$ cat src/include/demux_config.svh
// read demux configuration: port count, channel widths and per-ID read tracking limits
`ifndef DEMUX_CONFIG_SVH
`define DEMUX_CONFIG_SVH

// ----------------------------------------------------------------------
// topology
// ----------------------------------------------------------------------
// number of downstream (master) ports
`define DMX_NUM_PORTS 4
// port select width, enough bits to index every downstream port
`define DMX_SEL_W $clog2(`DMX_NUM_PORTS)

// ----------------------------------------------------------------------
// channel widths
// ----------------------------------------------------------------------
`define DMX_ID_W 4
`define DMX_ADDR_W 16
`define DMX_DATA_W 32
// burst length field, beats minus one
`define DMX_LEN_W 4

// ----------------------------------------------------------------------
// ID tracking
// ----------------------------------------------------------------------
// low ID bits used for ordering, one tracker per value
`define DMX_LOOK_W 2
`define DMX_NUM_TRK (1 << `DMX_LOOK_W)
// outstanding reads allowed per look-ID
`define DMX_MAX_TRANS 4
// counter must be able to hold DMX_MAX_TRANS itself
`define DMX_CNT_W $clog2(`DMX_MAX_TRANS + 1)

`endif

$ cat src/logic/demux_pkg.sv
// shared read demux types: meaningful vector widths, AR/R channel structs, router states
`include "demux_config.svh"

package demux_pkg;

  // ----------------------------------------------------------------------
  // plain vectors
  // ----------------------------------------------------------------------
  // full transaction ID
  typedef logic [`DMX_ID_W-1:0]   id_t;
  // tracked low ID bits, selects one tracker
  typedef logic [`DMX_LOOK_W-1:0] look_id_t;
  // downstream port index
  typedef logic [`DMX_SEL_W-1:0]  port_sel_t;
  // outstanding read count of one tracker
  typedef logic [`DMX_CNT_W-1:0]  cnt_t;
  typedef logic [`DMX_ADDR_W-1:0] addr_t;
  typedef logic [`DMX_DATA_W-1:0] data_t;
  // beats minus one
  typedef logic [`DMX_LEN_W-1:0]  len_t;

  // ----------------------------------------------------------------------
  // channel structs
  // ----------------------------------------------------------------------
  typedef struct packed {
    id_t   id;
    addr_t addr;
    len_t  len;
  } ar_chan_t;

  typedef struct packed {
    id_t   id;
    data_t data;
    logic  last;
  } r_chan_t;

  // upstream AR together with its target port
  typedef struct packed {
    ar_chan_t  ar;
    port_sel_t sel;
  } ar_sel_t;

  // AR router: LOCKED holds an offered valid until the downstream takes it
  typedef enum logic {
    IDLE,
    LOCKED
  } route_state_e;

endpackage

$ cat src/logic/ar_router.sv
// AR router: checks the ordering rule against the ID trackers and steers reads downstream
`timescale 1ns/1ns
`include "demux_config.svh"

module ar_router import demux_pkg::*; (
  input  logic                             clk_i,
  input  logic                             arst_n_i,
  // upstream AR
  input  ar_sel_t                          up_ar_i,
  input  logic                             up_ar_valid_i,
  output logic                             up_ar_ready_o,
  // downstream AR, payload is shared by all ports
  output ar_chan_t                         dn_ar_o,
  output logic     [`DMX_NUM_PORTS-1:0]    dn_ar_valid_o,
  input  logic     [`DMX_NUM_PORTS-1:0]    dn_ar_ready_i,
  // tracker lookup
  input  logic     [`DMX_NUM_TRK-1:0]      trk_occupied_i,
  input  logic     [`DMX_NUM_TRK-1:0]      trk_full_i,
  input  port_sel_t [`DMX_NUM_TRK-1:0]     trk_sel_i,
  // tracker push
  output logic                             push_o,
  output look_id_t                         push_id_o,
  output port_sel_t                        push_sel_o
);

  // ----------------------------------------------------------------------
  // signals
  // ----------------------------------------------------------------------
  route_state_e state_q;
  route_state_e state_d;

  // look-ID of the incoming read
  look_id_t     look_id;
  // ordering rule passes for the incoming read
  logic         route_ok;
  // valid towards the selected port, before the per-port decode
  logic         ar_valid;
  // downstream AR transfer
  logic         ar_xfer;

  // ----------------------------------------------------------------------
  // ID lookup
  // ----------------------------------------------------------------------
  assign look_id = up_ar_i.ar.id[`DMX_LOOK_W-1:0];

  // a full tracker anywhere blocks new reads, so no counter can overflow;
  // an occupied ID may only go to the port it already uses
  always_comb begin
    route_ok = 1'b0;
    if (!(|trk_full_i)) begin
      if (!trk_occupied_i[look_id] || (trk_sel_i[look_id] == up_ar_i.sel)) begin
        route_ok = 1'b1;
      end
    end
  end

  // ----------------------------------------------------------------------
  // handshake control
  // ----------------------------------------------------------------------
  assign ar_xfer = ar_valid & dn_ar_ready_i[up_ar_i.sel];

  always_comb begin
    state_d  = state_q;
    ar_valid = 1'b0;
    case (state_q)
      IDLE: begin
        // offer in the same cycle the read arrives
        if (up_ar_valid_i && route_ok) begin
          ar_valid = 1'b1;
          // not taken yet, hold the valid whatever the trackers do
          if (!dn_ar_ready_i[up_ar_i.sel]) begin
            state_d = LOCKED;
          end
        end
      end
      LOCKED: begin
        // upstream keeps its valid and payload stable until the transfer
        ar_valid = 1'b1;
        if (dn_ar_ready_i[up_ar_i.sel]) begin
          state_d = IDLE;
        end
      end
      default: begin
        state_d = IDLE;
      end
    endcase
  end

  always_ff @(posedge clk_i or negedge arst_n_i) begin
    if (!arst_n_i) begin
      state_q <= IDLE;
    end else begin
      state_q <= state_d;
    end
  end

  // ----------------------------------------------------------------------
  // outputs
  // ----------------------------------------------------------------------
  // downstream back-pressure reaches upstream directly
  assign up_ar_ready_o = ar_xfer;

  assign dn_ar_o = up_ar_i.ar;

  // valid decode, only the selected port sees it
  always_comb begin
    dn_ar_valid_o = '0;
    for (int p = 0; p < `DMX_NUM_PORTS; p++) begin
      if (ar_valid && (up_ar_i.sel == port_sel_t'(p))) begin
        dn_ar_valid_o[p] = 1'b1;
      end
    end
  end

  // count the read against its look-ID once it has left
  assign push_o     = ar_xfer;
  assign push_id_o  = look_id;
  assign push_sel_o = up_ar_i.sel;

endmodule

$ cat src/logic/id_tracker.sv
// ID tracker: outstanding read count and target port for one look-ID value
`timescale 1ns/1ns
`include "demux_config.svh"

module id_tracker import demux_pkg::*; #(
  parameter int unsigned TRACKER_IDX = 0
) (
  input  logic      clk_i,
  input  logic      arst_n_i,
  // push from the AR router
  input  logic      push_i,
  input  look_id_t  push_id_i,
  input  port_sel_t push_sel_i,
  // pop from the R arbiter
  input  logic      pop_i,
  input  look_id_t  pop_id_i,
  // lookup results
  output logic      occupied_o,
  output logic      full_o,
  output port_sel_t sel_o
);

  cnt_t      cnt_q;
  port_sel_t sel_q;
  logic      push_hit;
  logic      pop_hit;

  // only events for this tracker's own look-ID count
  assign push_hit = push_i && (push_id_i == look_id_t'(TRACKER_IDX));
  assign pop_hit  = pop_i && (pop_id_i == look_id_t'(TRACKER_IDX));

  // push and pop together cancel out
  always_ff @(posedge clk_i or negedge arst_n_i) begin
    if (!arst_n_i) begin
      cnt_q <= '0;
    end else if (push_hit && !pop_hit) begin
      cnt_q <= cnt_q + cnt_t'(1);
    end else if (pop_hit && !push_hit) begin
      cnt_q <= cnt_q - cnt_t'(1);
    end
  end

  // port of the reads in flight, only meaningful while occupied
  always_ff @(posedge clk_i) begin
    if (push_hit) begin
      sel_q <= push_sel_i;
    end
  end

  assign occupied_o = (cnt_q != '0);
  assign full_o     = (cnt_q == cnt_t'(`DMX_MAX_TRANS));
  assign sel_o      = sel_q;

endmodule

$ cat src/logic/r_arbiter.sv
// R arbiter: round-robin merge of the downstream R channels with lock-in on offered beats
`timescale 1ns/1ns
`include "demux_config.svh"

module r_arbiter import demux_pkg::*; (
  input  logic                           clk_i,
  input  logic                           arst_n_i,
  // downstream R
  input  r_chan_t [`DMX_NUM_PORTS-1:0]   dn_r_i,
  input  logic    [`DMX_NUM_PORTS-1:0]   dn_r_valid_i,
  output logic    [`DMX_NUM_PORTS-1:0]   dn_r_ready_o,
  // upstream R
  output r_chan_t                        up_r_o,
  output logic                           up_r_valid_o,
  input  logic                           up_r_ready_i,
  // tracker pop
  output logic                           pop_o,
  output look_id_t                       pop_id_o
);

  // ----------------------------------------------------------------------
  // signals
  // ----------------------------------------------------------------------
  // last granted port, search starts one after it
  port_sel_t rr_q;
  // grant held while an offered beat waits
  logic      lock_q;
  port_sel_t gnt_q;

  port_sel_t pick;
  port_sel_t sel;
  logic      r_xfer;

  // ----------------------------------------------------------------------
  // round-robin pick
  // ----------------------------------------------------------------------
  always_comb begin
    int unsigned idx;
    logic        found;
    pick  = rr_q;
    found = 1'b0;
    // walk all ports once, the last granted one comes last
    for (int unsigned i = 1; i <= `DMX_NUM_PORTS; i++) begin
      idx = (int'(rr_q) + i) % `DMX_NUM_PORTS;
      if (!found && dn_r_valid_i[idx]) begin
        pick  = port_sel_t'(idx);
        found = 1'b1;
      end
    end
  end

  // a locked grant wins over a fresh pick
  assign sel = lock_q ? gnt_q : pick;

  // ----------------------------------------------------------------------
  // data path
  // ----------------------------------------------------------------------
  // a locked port keeps its valid up, so this never drops early
  assign up_r_valid_o = lock_q ? dn_r_valid_i[gnt_q] : (|dn_r_valid_i);
  assign up_r_o       = dn_r_i[sel];
  assign r_xfer       = up_r_valid_o & up_r_ready_i;

  // ready only to the granted port, the others wait
  always_comb begin
    dn_r_ready_o = '0;
    for (int p = 0; p < `DMX_NUM_PORTS; p++) begin
      if (r_xfer && (sel == port_sel_t'(p))) begin
        dn_r_ready_o[p] = 1'b1;
      end
    end
  end

  // ----------------------------------------------------------------------
  // lock and pointer state
  // ----------------------------------------------------------------------
  always_ff @(posedge clk_i or negedge arst_n_i) begin
    if (!arst_n_i) begin
      rr_q   <= '0;
      lock_q <= 1'b0;
      gnt_q  <= '0;
    end else begin
      if (r_xfer) begin
        // beat taken, release and move the pointer past this port
        lock_q <= 1'b0;
        rr_q   <= sel;
      end else if (up_r_valid_o) begin
        // offered but stalled
        lock_q <= 1'b1;
        gnt_q  <= sel;
      end
    end
  end

  // last beat completes the read for its look-ID
  assign pop_o    = r_xfer & up_r_o.last;
  assign pop_id_o = up_r_o.id[`DMX_LOOK_W-1:0];

endmodule

$ cat src/logic/read_demux.sv
// read demux top: one upstream AR/R port fanned out to several downstream ports in ID order
`timescale 1ns/1ns
`include "demux_config.svh"

module read_demux import demux_pkg::*; (
  input  logic                           clk_i,
  input  logic                           arst_n_i,
  // upstream AR and R
  input  ar_sel_t                        up_ar_i,
  input  logic                           up_ar_valid_i,
  output logic                           up_ar_ready_o,
  output r_chan_t                        up_r_o,
  output logic                           up_r_valid_o,
  input  logic                           up_r_ready_i,
  // downstream AR and R
  output ar_chan_t                       dn_ar_o,
  output logic    [`DMX_NUM_PORTS-1:0]   dn_ar_valid_o,
  input  logic    [`DMX_NUM_PORTS-1:0]   dn_ar_ready_i,
  input  r_chan_t [`DMX_NUM_PORTS-1:0]   dn_r_i,
  input  logic    [`DMX_NUM_PORTS-1:0]   dn_r_valid_i,
  output logic    [`DMX_NUM_PORTS-1:0]   dn_r_ready_o
);

  // tracker state gathered for the router lookup
  logic      [`DMX_NUM_TRK-1:0] trk_occupied;
  logic      [`DMX_NUM_TRK-1:0] trk_full;
  port_sel_t [`DMX_NUM_TRK-1:0] trk_sel;

  // push from router, pop from arbiter
  logic      push;
  look_id_t  push_id;
  port_sel_t push_sel;
  logic      pop;
  look_id_t  pop_id;

  ar_router u_ar_router (
    .clk_i          (clk_i),
    .arst_n_i       (arst_n_i),
    .up_ar_i        (up_ar_i),
    .up_ar_valid_i  (up_ar_valid_i),
    .up_ar_ready_o  (up_ar_ready_o),
    .dn_ar_o        (dn_ar_o),
    .dn_ar_valid_o  (dn_ar_valid_o),
    .dn_ar_ready_i  (dn_ar_ready_i),
    .trk_occupied_i (trk_occupied),
    .trk_full_i     (trk_full),
    .trk_sel_i      (trk_sel),
    .push_o         (push),
    .push_id_o      (push_id),
    .push_sel_o     (push_sel)
  );

  // one tracker per look-ID value
  for (genvar t = 0; t < `DMX_NUM_TRK; t++) begin : gen_trk
    id_tracker #(
      .TRACKER_IDX (t)
    ) u_id_tracker (
      .clk_i      (clk_i),
      .arst_n_i   (arst_n_i),
      .push_i     (push),
      .push_id_i  (push_id),
      .push_sel_i (push_sel),
      .pop_i      (pop),
      .pop_id_i   (pop_id),
      .occupied_o (trk_occupied[t]),
      .full_o     (trk_full[t]),
      .sel_o      (trk_sel[t])
    );
  end

  r_arbiter u_r_arbiter (
    .clk_i        (clk_i),
    .arst_n_i     (arst_n_i),
    .dn_r_i       (dn_r_i),
    .dn_r_valid_i (dn_r_valid_i),
    .dn_r_ready_o (dn_r_ready_o),
    .up_r_o       (up_r_o),
    .up_r_valid_o (up_r_valid_o),
    .up_r_ready_i (up_r_ready_i),
    .pop_o        (pop),
    .pop_id_o     (pop_id)
  );

endmodule

$ cat config.mk
export PLATFORM = sky130hd
export DESIGN_NAME = read_demux
export DESIGN_NICKNAME = d
export VERILOG_FILES = /design/src/logic/demux_pkg.sv /design/src/logic/ar_router.sv /design/src/logic/id_tracker.sv /design/src/logic/r_arbiter.sv /design/src/logic/read_demux.sv
export VERILOG_INCLUDE_DIRS = /design/src /design/src/include
export SDC_FILE = /design/constraint.sdc
export NUM_CORES = 1
export LEC_CHECK = 0
export BUFFER_PORTS_ARGS = -buffer_cell sky130_fd_sc_hd__buf_2
export CORE_AREA = 4 4 96 98
export DETAILED_ROUTE_END_ITERATION = 7
export DIE_AREA = 0 0 100 102
export PLACE_DENSITY = 0.72
export SLEW_MARGIN = 5
export SYNTH_ARGS = -nofsm -noshare
export SYNTH_HDL_FRONTEND = slang
export SYNTH_SLANG_ARGS = --single-unit
export TNS_END_PERCENT = 100
$ cat constraint.sdc
create_clock -name clk_i -period 5 [get_ports clk_i]
set_input_delay 0.5 -clock clk_i [delete_from_list [all_inputs] [get_ports clk_i]]
set_output_delay 0.5 -clock clk_i [all_outputs]
set_load 0.02 [all_outputs]
## Yosys cells after proc, flatten, opt, wreduce, memory -nomap -nowiden

Index checks and enable logic that the tools add are counted.
W data, S select, Z words.

- Bits in registers: 26
- Bits of input ports: 186
- Output and inout port bits: 71

- Add/subtract/negate cells: 12
- Order comparisons: 8
- Equal/unequal tests: 17
- Mux-type cells: 52
- Bitwise logic cells: 5
- Reduce and logical (&&, ||, !) cells: 57

Operator list:

| operator | number |
|---|---|
| $bmux W37 S2 | 1 |
| $mux W37 | 1 |
| $logic_and A1 B1 Y1 | 28 |
| $mux W1 | 26 |
| $lt A2 B3 Y1 const B | 8 |
| $mux W3 | 8 |
| $eq A2 B2 Y1 const B | 8 |
| $bmux W1 S2 | 7 |
| $add A3 B1 Y3 const B | 4 |
| $eq A3 B3 Y1 const B | 4 |
| $logic_not A1 Y1 | 12 |
| $mux W2 | 6 |
| $reduce_bool A3 Y1 | 4 |
| $sub A3 B1 Y3 const B | 4 |
| $reduce_bool A2 Y1 | 5 |
| $eq A2 B1 Y1 const B | 4 |
| $logic_not A2 Y1 | 4 |
| $reduce_or A4 Y1 | 2 |
| $add A2 B1 Y2 const B | 2 |
| $add A2 B2 Y2 const B | 2 |
| $bmux W2 S2 | 1 |
| $pmux W1 S2 | 2 |
| $and A1 B1 Y1 | 3 |
| $eq A2 B2 Y1 | 1 |
| other kinds (3) | 4 |

## Depth between registers and ports, before layout

Gate-level depths: netlist (run 1).

- Word-level depth: 21
- Depth in mapped cells: 14
- Depth with buffers taken out: 13

## Cells and area by module

A second synthesis (run 1) with hierarchy kept.

- Cell total of the unflattened synthesis: 307
- Area, all modules: 3156.8 µm²

By module, submodules not included:

| module | instances | cells an instance | area an instance (µm²) | seq. area each (µm²) |
|---|---|---|---|---|
| r_arbiter | 1 | 175 | 1657.8 | 125.1 |
| ar_router | 1 | 63 | 534.3 | 25.0 |
| id_tracker (gen_trk[1].u_id_tracker ...) | 2 | 17 | 242.7 | 135.1 |
| id_tracker (gen_trk[0].u_id_tracker) | 1 | 18 | 241.5 | 135.1 |
| id_tracker (gen_trk[3].u_id_tracker) | 1 | 17 | 237.7 | 135.1 |

## Worst setup path before layout (run 1)

No wires, ideal clock.

- Path type: input to register
- Start: input port dn_r_valid_i[2]
- End: register gen_trk[1].u_id_tracker.cnt_q[1]
- Data arrival time: 3.154 ns
- Data required time: 4.875 ns
- Slack: 1.721 ns
- Stages: 10
- Path buffers: 0
- Path through: mux4_2 -> a2bb2oi_1 -> nand2_1 -> or2_1 -> o22a_1 -> or3b_1 -> ha_1 -> inv_1 -> fa_1 -> mux2_2

- Elaborated cells between the ends (all ways): 37

RTL lines:

| element | line | text |
|---|---|---|
| from (decl) | read_demux.sv:20 | `` input logic [`DMX_NUM_PORTS-1:0] dn_r_valid_i, `` |
| $bmux W1 S2 | r_arbiter.sv:59 | `assign up_r_valid_o = lock_q ? dn_r_valid_i[gnt_q] : (\|dn_r_valid_i);` |
| $mux W1 (implied by the code) | r_arbiter.sv:59 |  |
| $mux W1 * | r_arbiter.sv:59 |  |
| via up_r_valid_o | read_demux.sv:13 | `output logic up_r_valid_o,` |
| $and A1 B1 Y1 * | r_arbiter.sv:61 | `assign r_xfer = up_r_valid_o & up_r_ready_i;` |
| $and A1 B1 Y1 * | r_arbiter.sv:95 | `assign pop_o = r_xfer & up_r_o.last;` |
| $logic_and A1 B1 Y1 * | id_tracker.sv:30 | `assign pop_hit = pop_i && (pop_id_i == look_id_t'(TRACKER_IDX));` |
| $logic_not A1 Y1 | id_tracker.sv:36 | `end else if (push_hit && !pop_hit) begin` |
| $logic_and A1 B1 Y1 | id_tracker.sv:36 |  |
| $mux W3 or $reduce_bool A2 Y1 (tied branches) | -- |  |
| to (signal assigned) | id_tracker.sv:37 | `cnt_q <= cnt_q + cnt_t'(1);` |
| to (signal assigned) | id_tracker.sv:39 | `cnt_q <= cnt_q - cnt_t'(1);` |
| to (decl) | id_tracker.sv:23 | `cnt_t cnt_q;` |

Mark *: on every way through the listed nets, which the timed path passes. The rest lies on a longest branch. The select of a mux whose other input is x is not followed.
A chain may end at the register's enable or synchronous reset.

## Worst setup path after layout (run 1)

- Start: register u_r_arbiter.rr_q[0]
- End: register gen_trk[1].u_id_tracker.cnt_q[1]

- Longest elaborated chain between the ends: 21
- Elaborated cells between the ends (all ways): 36

Ends and longest elaborated chain:

| element | line | text |
|---|---|---|
| from (decl) | r_arbiter.sv:25 | `port_sel_t rr_q;` |
| from (signal assigned) | r_arbiter.sv:85 | `rr_q <= sel;` |
| $add A2 B1 Y2 | r_arbiter.sv:44 | `` idx = (int'(rr_q) + i) % `DMX_NUM_PORTS; `` |
| $bmux W1 S2 | r_arbiter.sv:45 | `if (!found && dn_r_valid_i[idx]) begin` |
| $mux W1 (implied by the code) | r_arbiter.sv:45 |  |
| $mux W1 | r_arbiter.sv:45 |  |
| $logic_not A1 Y1 | r_arbiter.sv:45 |  |
| $logic_and A1 B1 Y1 | r_arbiter.sv:45 |  |
| $mux W1 | r_arbiter.sv:45 |  |
| $logic_not A1 Y1 | r_arbiter.sv:45 |  |
| (+5 left out) | -- |  |
| $mux W2 * | r_arbiter.sv:53 | `assign sel = lock_q ? gnt_q : pick;` |
| $bmux W37 S2 * | r_arbiter.sv:60 | `assign up_r_o = dn_r_i[sel];` |
| $mux W37 (implied by the code) * | r_arbiter.sv:60 |  |
| $eq A2 B1 Y1 or $and A1 B1 Y1 (tied branches) | id_tracker.sv:30, r_arbiter.sv:95 |  |
| $logic_and A1 B1 Y1 * | id_tracker.sv:30 |  |
| $logic_not A1 Y1 | id_tracker.sv:36 |  |
| $logic_and A1 B1 Y1 | id_tracker.sv:36 |  |
| $mux W3 or $reduce_bool A2 Y1 (tied branches) | -- |  |

Mark *: on every way between the ends. The rest lies on a longest branch, timed or not. The select of a mux whose other input is x is not followed.

==> results of run 1 <==
kinds of logic (layout without fill, tap and decap cells):
logic type / Yosys count / after routing / synth area share
AOI/OAI and AO/OA: 17 / 17 / 0.0481
DFF: 26 / 26 / 0.266
and+or+nand+nor: 51 / 51 / 0.0982
xor gates and xnor gates: 14 / 14 / 0.0472
buffers and inverters: 43 / 227 / 0.104
other: 0 / 3 / 0
muxes: 51 / 51 / 0.387
adders and majority gates: 8 / 8 / 0.0501
layout by cell type, fill, tap and decap left out, types with 6 or more instances in the layout:
cell type / instances
buf_2: 212
dfrtp_1: 18
edfxtp_1: 8
inv_1: 9
mux2_2: 6
mux2i_1: 6
mux4_2: 39
nand2_1: 7
nor2_1: 19
nor3_1: 7
xor2_1: 10
state kept, by name (all words and copies together) (netlist names):
signal and cells:
gen_trk.u_id_tracker.sel_o 8, u_r_arbiter.lock_q 1, u_r_arbiter.rr_q 2, u_r_arbiter.gnt_q 2
gen_trk.u_id_tracker.cnt_q 12, u_ar_router.state_q 1
path summary, 6_finish.rpt:
kind	cells after the start	slack, ns	startpoint	to
worst max-delay path	10	1.58	u_r_arbiter.rr_q[0]	gen_trk[1].u_id_tracker.cnt_q[1]
worst min-delay path	1	0.16	arst_n_i	gen_trk[2].u_id_tracker.cnt_q[2]
worst max register to register	10	1.58	u_r_arbiter.rr_q[0]	gen_trk[1].u_id_tracker.cnt_q[1]
worst min register to register	1	0.51	gen_trk[3].u_id_tracker.cnt_q[2]	gen_trk[3].u_id_tracker.cnt_q[2]
max in group asynchronous	1	4.54	arst_n_i	gen_trk[1].u_id_tracker.cnt_q[2]
min in group clk_i	1	0.51	gen_trk[3].u_id_tracker.cnt_q[2]	gen_trk[3].u_id_tracker.cnt_q[2]
area by class of cell:
class | count | area, sq um
multi-input cells | 141 | 1640
inverters | 9 | 33.8
flip-flops and latches | 26 | 691
well taps | 108 | 135
fillers | 825 | 4830
diodes | 3 | 7.51
clock buffers | 4 | 55.1
repair buffers | 214 | 1080
stage by stage:
stage	power (mW)	std cells	setup slack [ns]	hold slack (ns)
finish	2.33	505	1.58	0.156
global route	2.50	505	1.40	0.177
CTS	2.36	502	1.58	0.171
detailed placement	2.22	498	1.42	0.465
global placement	2.19	498	1.52	0.455
floorplan	1.68	210	1.72	0.204
power groups by stage:
stage / registers, mW / logic (mW) / clock network [mW]
2_1_floorplan: 0.366 / 1.31 / 0
3_3_place_gp: 0.384 / 1.80 / 0
3_5_place_dp: 0.386 / 1.84 / 0
4_1_cts: 0.384 / 1.84 / 0.137
5_1_grt: 0.398 / 1.96 / 0.146
6_report: 0.384 / 1.81 / 0.133
routing by layer:
metal  vias up  track usage  wire [microns]
met5         -            0              21
met4         4        0.114             518
met3        34        0.104            1610
met2       175        0.294            5060
met1      1252        0.237            3950
li1       1157            -               -
critical path, stage by stage, from the launching register on:
cell and delay (ns):
dfrtp_1 0.43, and2b_1 0.21, or3b_1 0.38, a31o_2 0.40
or2_1 0.33, o22a_1 0.20, or3b_1 0.38, ha_1 0.23
inv_1 0.08, fa_1 0.40, mux2_2 0.26
==> run_results.csv, run 1 <==
group,metric,value,unit
outcome,outcome,"finished clean",
logic_synthesis,yosys.cell_types.count,39,
grt,first_global_vias,2588,
sta,timing_max_transition_violations_final,0,
clocking,clk_pin_slew,0.09,ns
sta,clock-skew-final,0.00581,ns
drt,avgRoutedWirePerCell,22.1,microns
grt,grt_overflow_total,0,
placed_design,place_area,3580,sq um
pwr,power_density,639,nW/um^2
drt,route.vias.total,2622,
floorplan,floorplan.die.width,100,microns
pwr,intPower,1.15,mW
sta,layout_min_cycle_time,3.42,ns
finish,proportion_of_layout_cells_with_a_drive_suffix_above_1,0.673,
placed_design,buffer_ports.inserted,212,
drt,drt-vias-per-instance,5.19,
drt,postRouteAntennaNets,0,
clocking,cts_hold_buffers,0,
finish,finish.utilization,0.430,
clocking,cts_setup_buffers,0,
clocking,clock-sinks,26,
worst_setup_path,wp_data_arrival,3.57,ns
worst_setup_path,critPathMaxFanout,16,
logic_synthesis,synth_top_area_frac,0.338,
pwr,leakagePower,1.78,nW
sta,report.final.hold_viol_count,0,
sta,final_min_period_over_clock_period,0.684,
worst_setup_path,setup.worst_path.end_class,"register",
drt,drt_first_iter_violations,118,
sta,slew_headroom,0.557,
clocking,clock_tree.htree_level_count,1,
floorplan,initial_utilization,0.307,
clocking,root_buffer,"clkbuf_8",
worst_setup_path,start_kind,"register",
worst_setup_path,critical_path_required,5.15,ns
logic_synthesis,yosysWarnings,0,
logic_synthesis,syn-num-nets,404,
floorplan,fp.coreArea,8470,sq um
pwr,power.switching_fraction,0.507,
clocking,cts_tree,"done",
worst_hold_path,hold_path.class,"input port to asynchronous set/reset pin",
pwr,clockPowerShare,0.057,
logic_synthesis,post_synth_edffs,8,
clocking,max-clock-path-buffers,2,
logic_synthesis,synth_async_sr_flop_share,0.692,
clocking,post_cts_resize_count,0,
sta,rsz_0062_raised_after_global_routing,"no",
drt,drt_wl_total,11.2,mm
floorplan,fp.dieH,102,microns
logic_synthesis,synth.cells.most_frequent,"mux4_2, buf_4, nor2_1",
grt,grt_antenna_before_repair,5,
placed_design,hpwl,9.98,mm
pwr,switchingPower,1.18,mW
logic_synthesis,synthFlopType,"dfrtp_1",
grt,grt_pass1_wl,15.0,mm
floorplan,rows,34,
finish,final_cell_area,3640,sq um
grt,grt_util_all_layers,0.201,
logic_synthesis,post-synth-top-count-cell,"mux4_2",
sta,setup_viol,0,
sta,accumulated_negative_setup_slack,0,ns
drt,dr.pass1.iters,4,
clocking,clk_latency_worst_skew_pair,0.27,ns
worst_setup_path,critPathKind,"register to register",
logic_synthesis,syn_area_per_cell,12.4,sq um
drt,route.detailed.drc,0,
logic_synthesis,yosys_register_bits,26,
logic_synthesis,synth_largest_area_cell,"mux4_2",
floorplan,die_area,10200,sq um
logic_synthesis,syn-instance-count,210,
sta,fmax_achieved,0.292,GHz
logic_synthesis,synth_area,2600,sq um
grt,pin_count_of_the_biggest_net_entering_global_routing,40,
placed_design,gp_congestion,0.925,
sta,tightest_slew,0.665,ns
pwr,combPwrFrac,0.777,
finish,syn2layout_area_growth,39.9,%
finish,final_nets,589,
clocking,cts_inserted_buffers,3,
logic_synthesis,post_synth_main_area_contributors,"mux4_2, dfrtp_1, edfxtp_1, buf_4, xor2_1",
pwr,ir_worst_vdd,243,uV
floorplan,ios,257,
job,cap_viol_max_count,0,
pwr,pwr-share-seq,0.165,
logic_synthesis,synth_seq_area_share,0.266,
No activity file was read; power rests on OpenSTA's default activity.
==> run 2, diff against run 1 <==
--- a/config.mk
+++ b/config.mk
@@ -7,10 +7,10 @@
 export NUM_CORES = 1
 export LEC_CHECK = 0
 export BUFFER_PORTS_ARGS = -buffer_cell sky130_fd_sc_hd__buf_2
-export CORE_AREA = 4 4 96 98
+export CORE_AREA = 4 4 97 99
 export DETAILED_ROUTE_END_ITERATION = 7
-export DIE_AREA = 0 0 100 102
-export PLACE_DENSITY = 0.72
+export DIE_AREA = 0 0 101 103
+export PLACE_DENSITY = 0.73
 export SLEW_MARGIN = 5
 export SYNTH_ARGS = -nofsm -noshare
 export SYNTH_HDL_FRONTEND = slang
==> constraint.sdc (replaced) <==
create_clock -name clk_i -period 2.85 [get_ports clk_i]
set_input_delay 0.285 -clock clk_i [delete_from_list [all_inputs] [get_ports clk_i]]
set_output_delay 0.285 -clock clk_i [all_outputs]
set_load 0.02 [all_outputs]
==> run 2 against run 1 <==
Against the previous run:
- the run now ends with negative setup slack left
- core utilization is 3.8 points higher
- clock power increased by 140%
- fmax rose by 11%
- count of clock-buffer cells in the layout decreased by 1
- critical path type unchanged
- largest cell class unchanged
- largest power group unchanged
- final cell count rose by 6.3%
==> run_results.csv, run 2 (synthesis results as in run 1) <==
group,metric,value,unit
worst_hold_path,worst_hold_path.num_cells,1,
clocking,max-clock-path-buffers,2,
drt,route.vias.total,2753,
floorplan,floorplan.die.width,101,microns
clocking,clock-sinks,26,
finish,fin_cells,537,
worst_setup_path,critical_path_required,3.02,ns
worst_hold_path,hold_path.class,"input port to register",
placed_design,dpl_worst_slack,-0.452,ns
floorplan,fp.dieH,103,microns
drt,route.detailed.drc,0,
sta,setup_viol,42,
sta,clock-skew-final,0.00319,ns
finish,largest_register_ff_count,12,
drt,drt_wl_total,10.7,mm
clocking,clk_pin_slew,0.10,ns
clocking,clk_latency_worst_skew_pair,0.27,ns
sta,final_min_period_over_clock_period,1.08,
sta,timing_max_transition_violations_final,0,
pwr,leakagePower,1.98,nW
sta,rsz_0062_raised_after_global_routing,"yes",
sta,tightest_slew,0.668,ns
sta,timing.final.ws_setup,-0.223,ns
worst_setup_path,critPathLaunch,"u_r_arbiter.rr_q[0]",
placed_design,hpwl,9.36,mm
floorplan,fp.coreArea,8550,sq um
finish,insertedDiodeCount,0,
placed_design,buffer_ports.inserted,212,
drt,avgRoutedWirePerCell,19.9,microns
worst_setup_path,start_kind,"register",
finish,layout.cells.most_common_list,"buf_2, mux4_2, buf_4",
sta,slew_headroom,0.554,
placed_design,place.detailed.instances,528,
worst_hold_path,hold_path.startpoint,"up_ar_i[1]",
worst_setup_path,critPathMaxFanout,4,
clocking,clock_tree.htree_level_count,1,
grt,pin_count_of_the_biggest_net_entering_global_routing,40,
pwr,power_density,1100,nW/um^2
floorplan,initial_utilization,0.304,
clocking,cts_tree,"done",
worst_setup_path,rr_startpoint,"u_r_arbiter.rr_q[0]",
worst_setup_path,critPathKind,"register to register",
sta,fmax_achieved,0.325,GHz
finish,proportion_of_layout_cells_with_a_drive_suffix_above_1,0.730,
floorplan,die_area,10400,sq um
worst_setup_path,reg2reg_depth,12,
grt,grt_overflow_total,0,
sta,layout_min_cycle_time,3.07,ns
grt,grt_util_all_layers,0.184,
finish,finish.utilization,0.467,
clocking,cts_inserted_buffers,3,
worst_setup_path,wp_data_arrival,3.24,ns
pwr,ir_worst_vdd,624,uV
finish,final_nets,624,
grt,grt_antenna_before_repair,1,
placed_design,gp_congestion,0.946,
worst_setup_path,setup.worst_path.end_class,"register",
finish,syn2layout_area_growth,53.7,%
clocking,root_buffer,"clkbuf_8",
floorplan,rows,34,
finish,final_common_cell,"buf_2",
finish,largest-register,"gen_trk.u_id_tracker.cnt_q",
finish,final_cell_area,4000,sq um
drt,postRouteAntennaNets,0,
sta,report.final.hold_viol_count,0,
grt,first_global_vias,2815,
floorplan,ios,257,
placed_design,place_area,3820,sq um
job,cap_viol_max_count,0,
outcome,outcome,"finished, violations left",
drt,drt_first_iter_violations,78,
outcome,violations,"negative setup slack",
finish,filler_cell_count,826,
grt,grt_pass1_wl,14.7,mm
drt,drt-vias-per-instance,5.13,
drt,dr.pass1.iters,4,
pwr,report.power.total,4.41,mW
run 2: cell count changes in the layout (fill, tap and decap cells not counted), sizes merged:
cell         before  now
bufinv            0    1
dlygate4sd3       0    1
diode             3    0
buf             214  248
clkbuf            4    3
run 2: worst paths after layout:
kind | endpoint | slack (ns)
worst min-delay path | gen_trk[0].u_id_tracker.sel_o[1] | 0.33
worst max-delay path | gen_trk[1].u_id_tracker.cnt_q[1] | -0.22
min in group asynchronous | u_r_arbiter.gnt_q[0] | 0.47
worst min register to register | gen_trk[0].u_id_tracker.cnt_q[2] | 0.51
max in group asynchronous | gen_trk[1].u_id_tracker.cnt_q[2] | 2.08
worst max register to register | gen_trk[1].u_id_tracker.cnt_q[1] | -0.22
run 2: layer usage:
| metal | track usage | part of all wire | up-vias |
|---|---|---|---|
| met4 | 0.0644 | 0.027 | 2 |
| li1 | - | - | 1223 |
| met2 | 0.297 | 0.48 | 155 |
| met1 | 0.222 | 0.36 | 1343 |
| met5 | 0 | 0.00065 | - |
| met3 | 0.0778 | 0.13 | 30 |
run 2: through the flow:
stage	hold slack, ns	TNS (ns)
2_1_floorplan	-0.0106	-0.829
3_3_place_gp	0.240	-1.43
3_5_place_dp	0.248	-2.68
4_1_cts	0.318	-4.73
5_1_grt	0.332	-12.20
6_report	0.327	-3.24
run 2: what timing repair did:
action,in CTS,in global routing
pin swaps,5,2
buffers inserted,4,0
resized for setup,10,3
hold buffers,1,0
endpoints found under the hold margin,18,0
endpoints found under the setup margin,44,44
run 2: area by class of cell:
| type | count | area (sq um) | share of cell area |
|---|---|---|---|
| clock buffer | 3 | 41.3 | 0.0103 |
| clock inverter | 1 | 30.0 | 0.00751 |
| inverter | 9 | 33.8 | 0.00845 |
| multi-input combinational | 141 | 1710 | 0.429 |
| sequential | 26 | 691 | 0.173 |
| tap | 108 | 135 | 0.0338 |
| timing repair buffer | 249 | 1350 | 0.338 |
run 2: critical path, cell delays in order, from the launching register on:
cell	delay [ns]
dfrtp_1	0.39
buf_4	0.15
nand3b_1	0.08
o21ai_1	0.08
o41a_4	0.51
buf_6	0.14
mux2i_1	0.13
mux2i_2	0.20
or3b_1	0.38
ha_2	0.19
inv_2	0.05
fa_1	0.40
mux2_2	0.27
run 2: report_power, final:
group	switching, mW	internal [mW]	total, mW
registers	0.139	0.523	0.661
logic	1.82	1.61	3.43
clock network	0.125	0.188	0.313
total	2.09	2.32	4.41
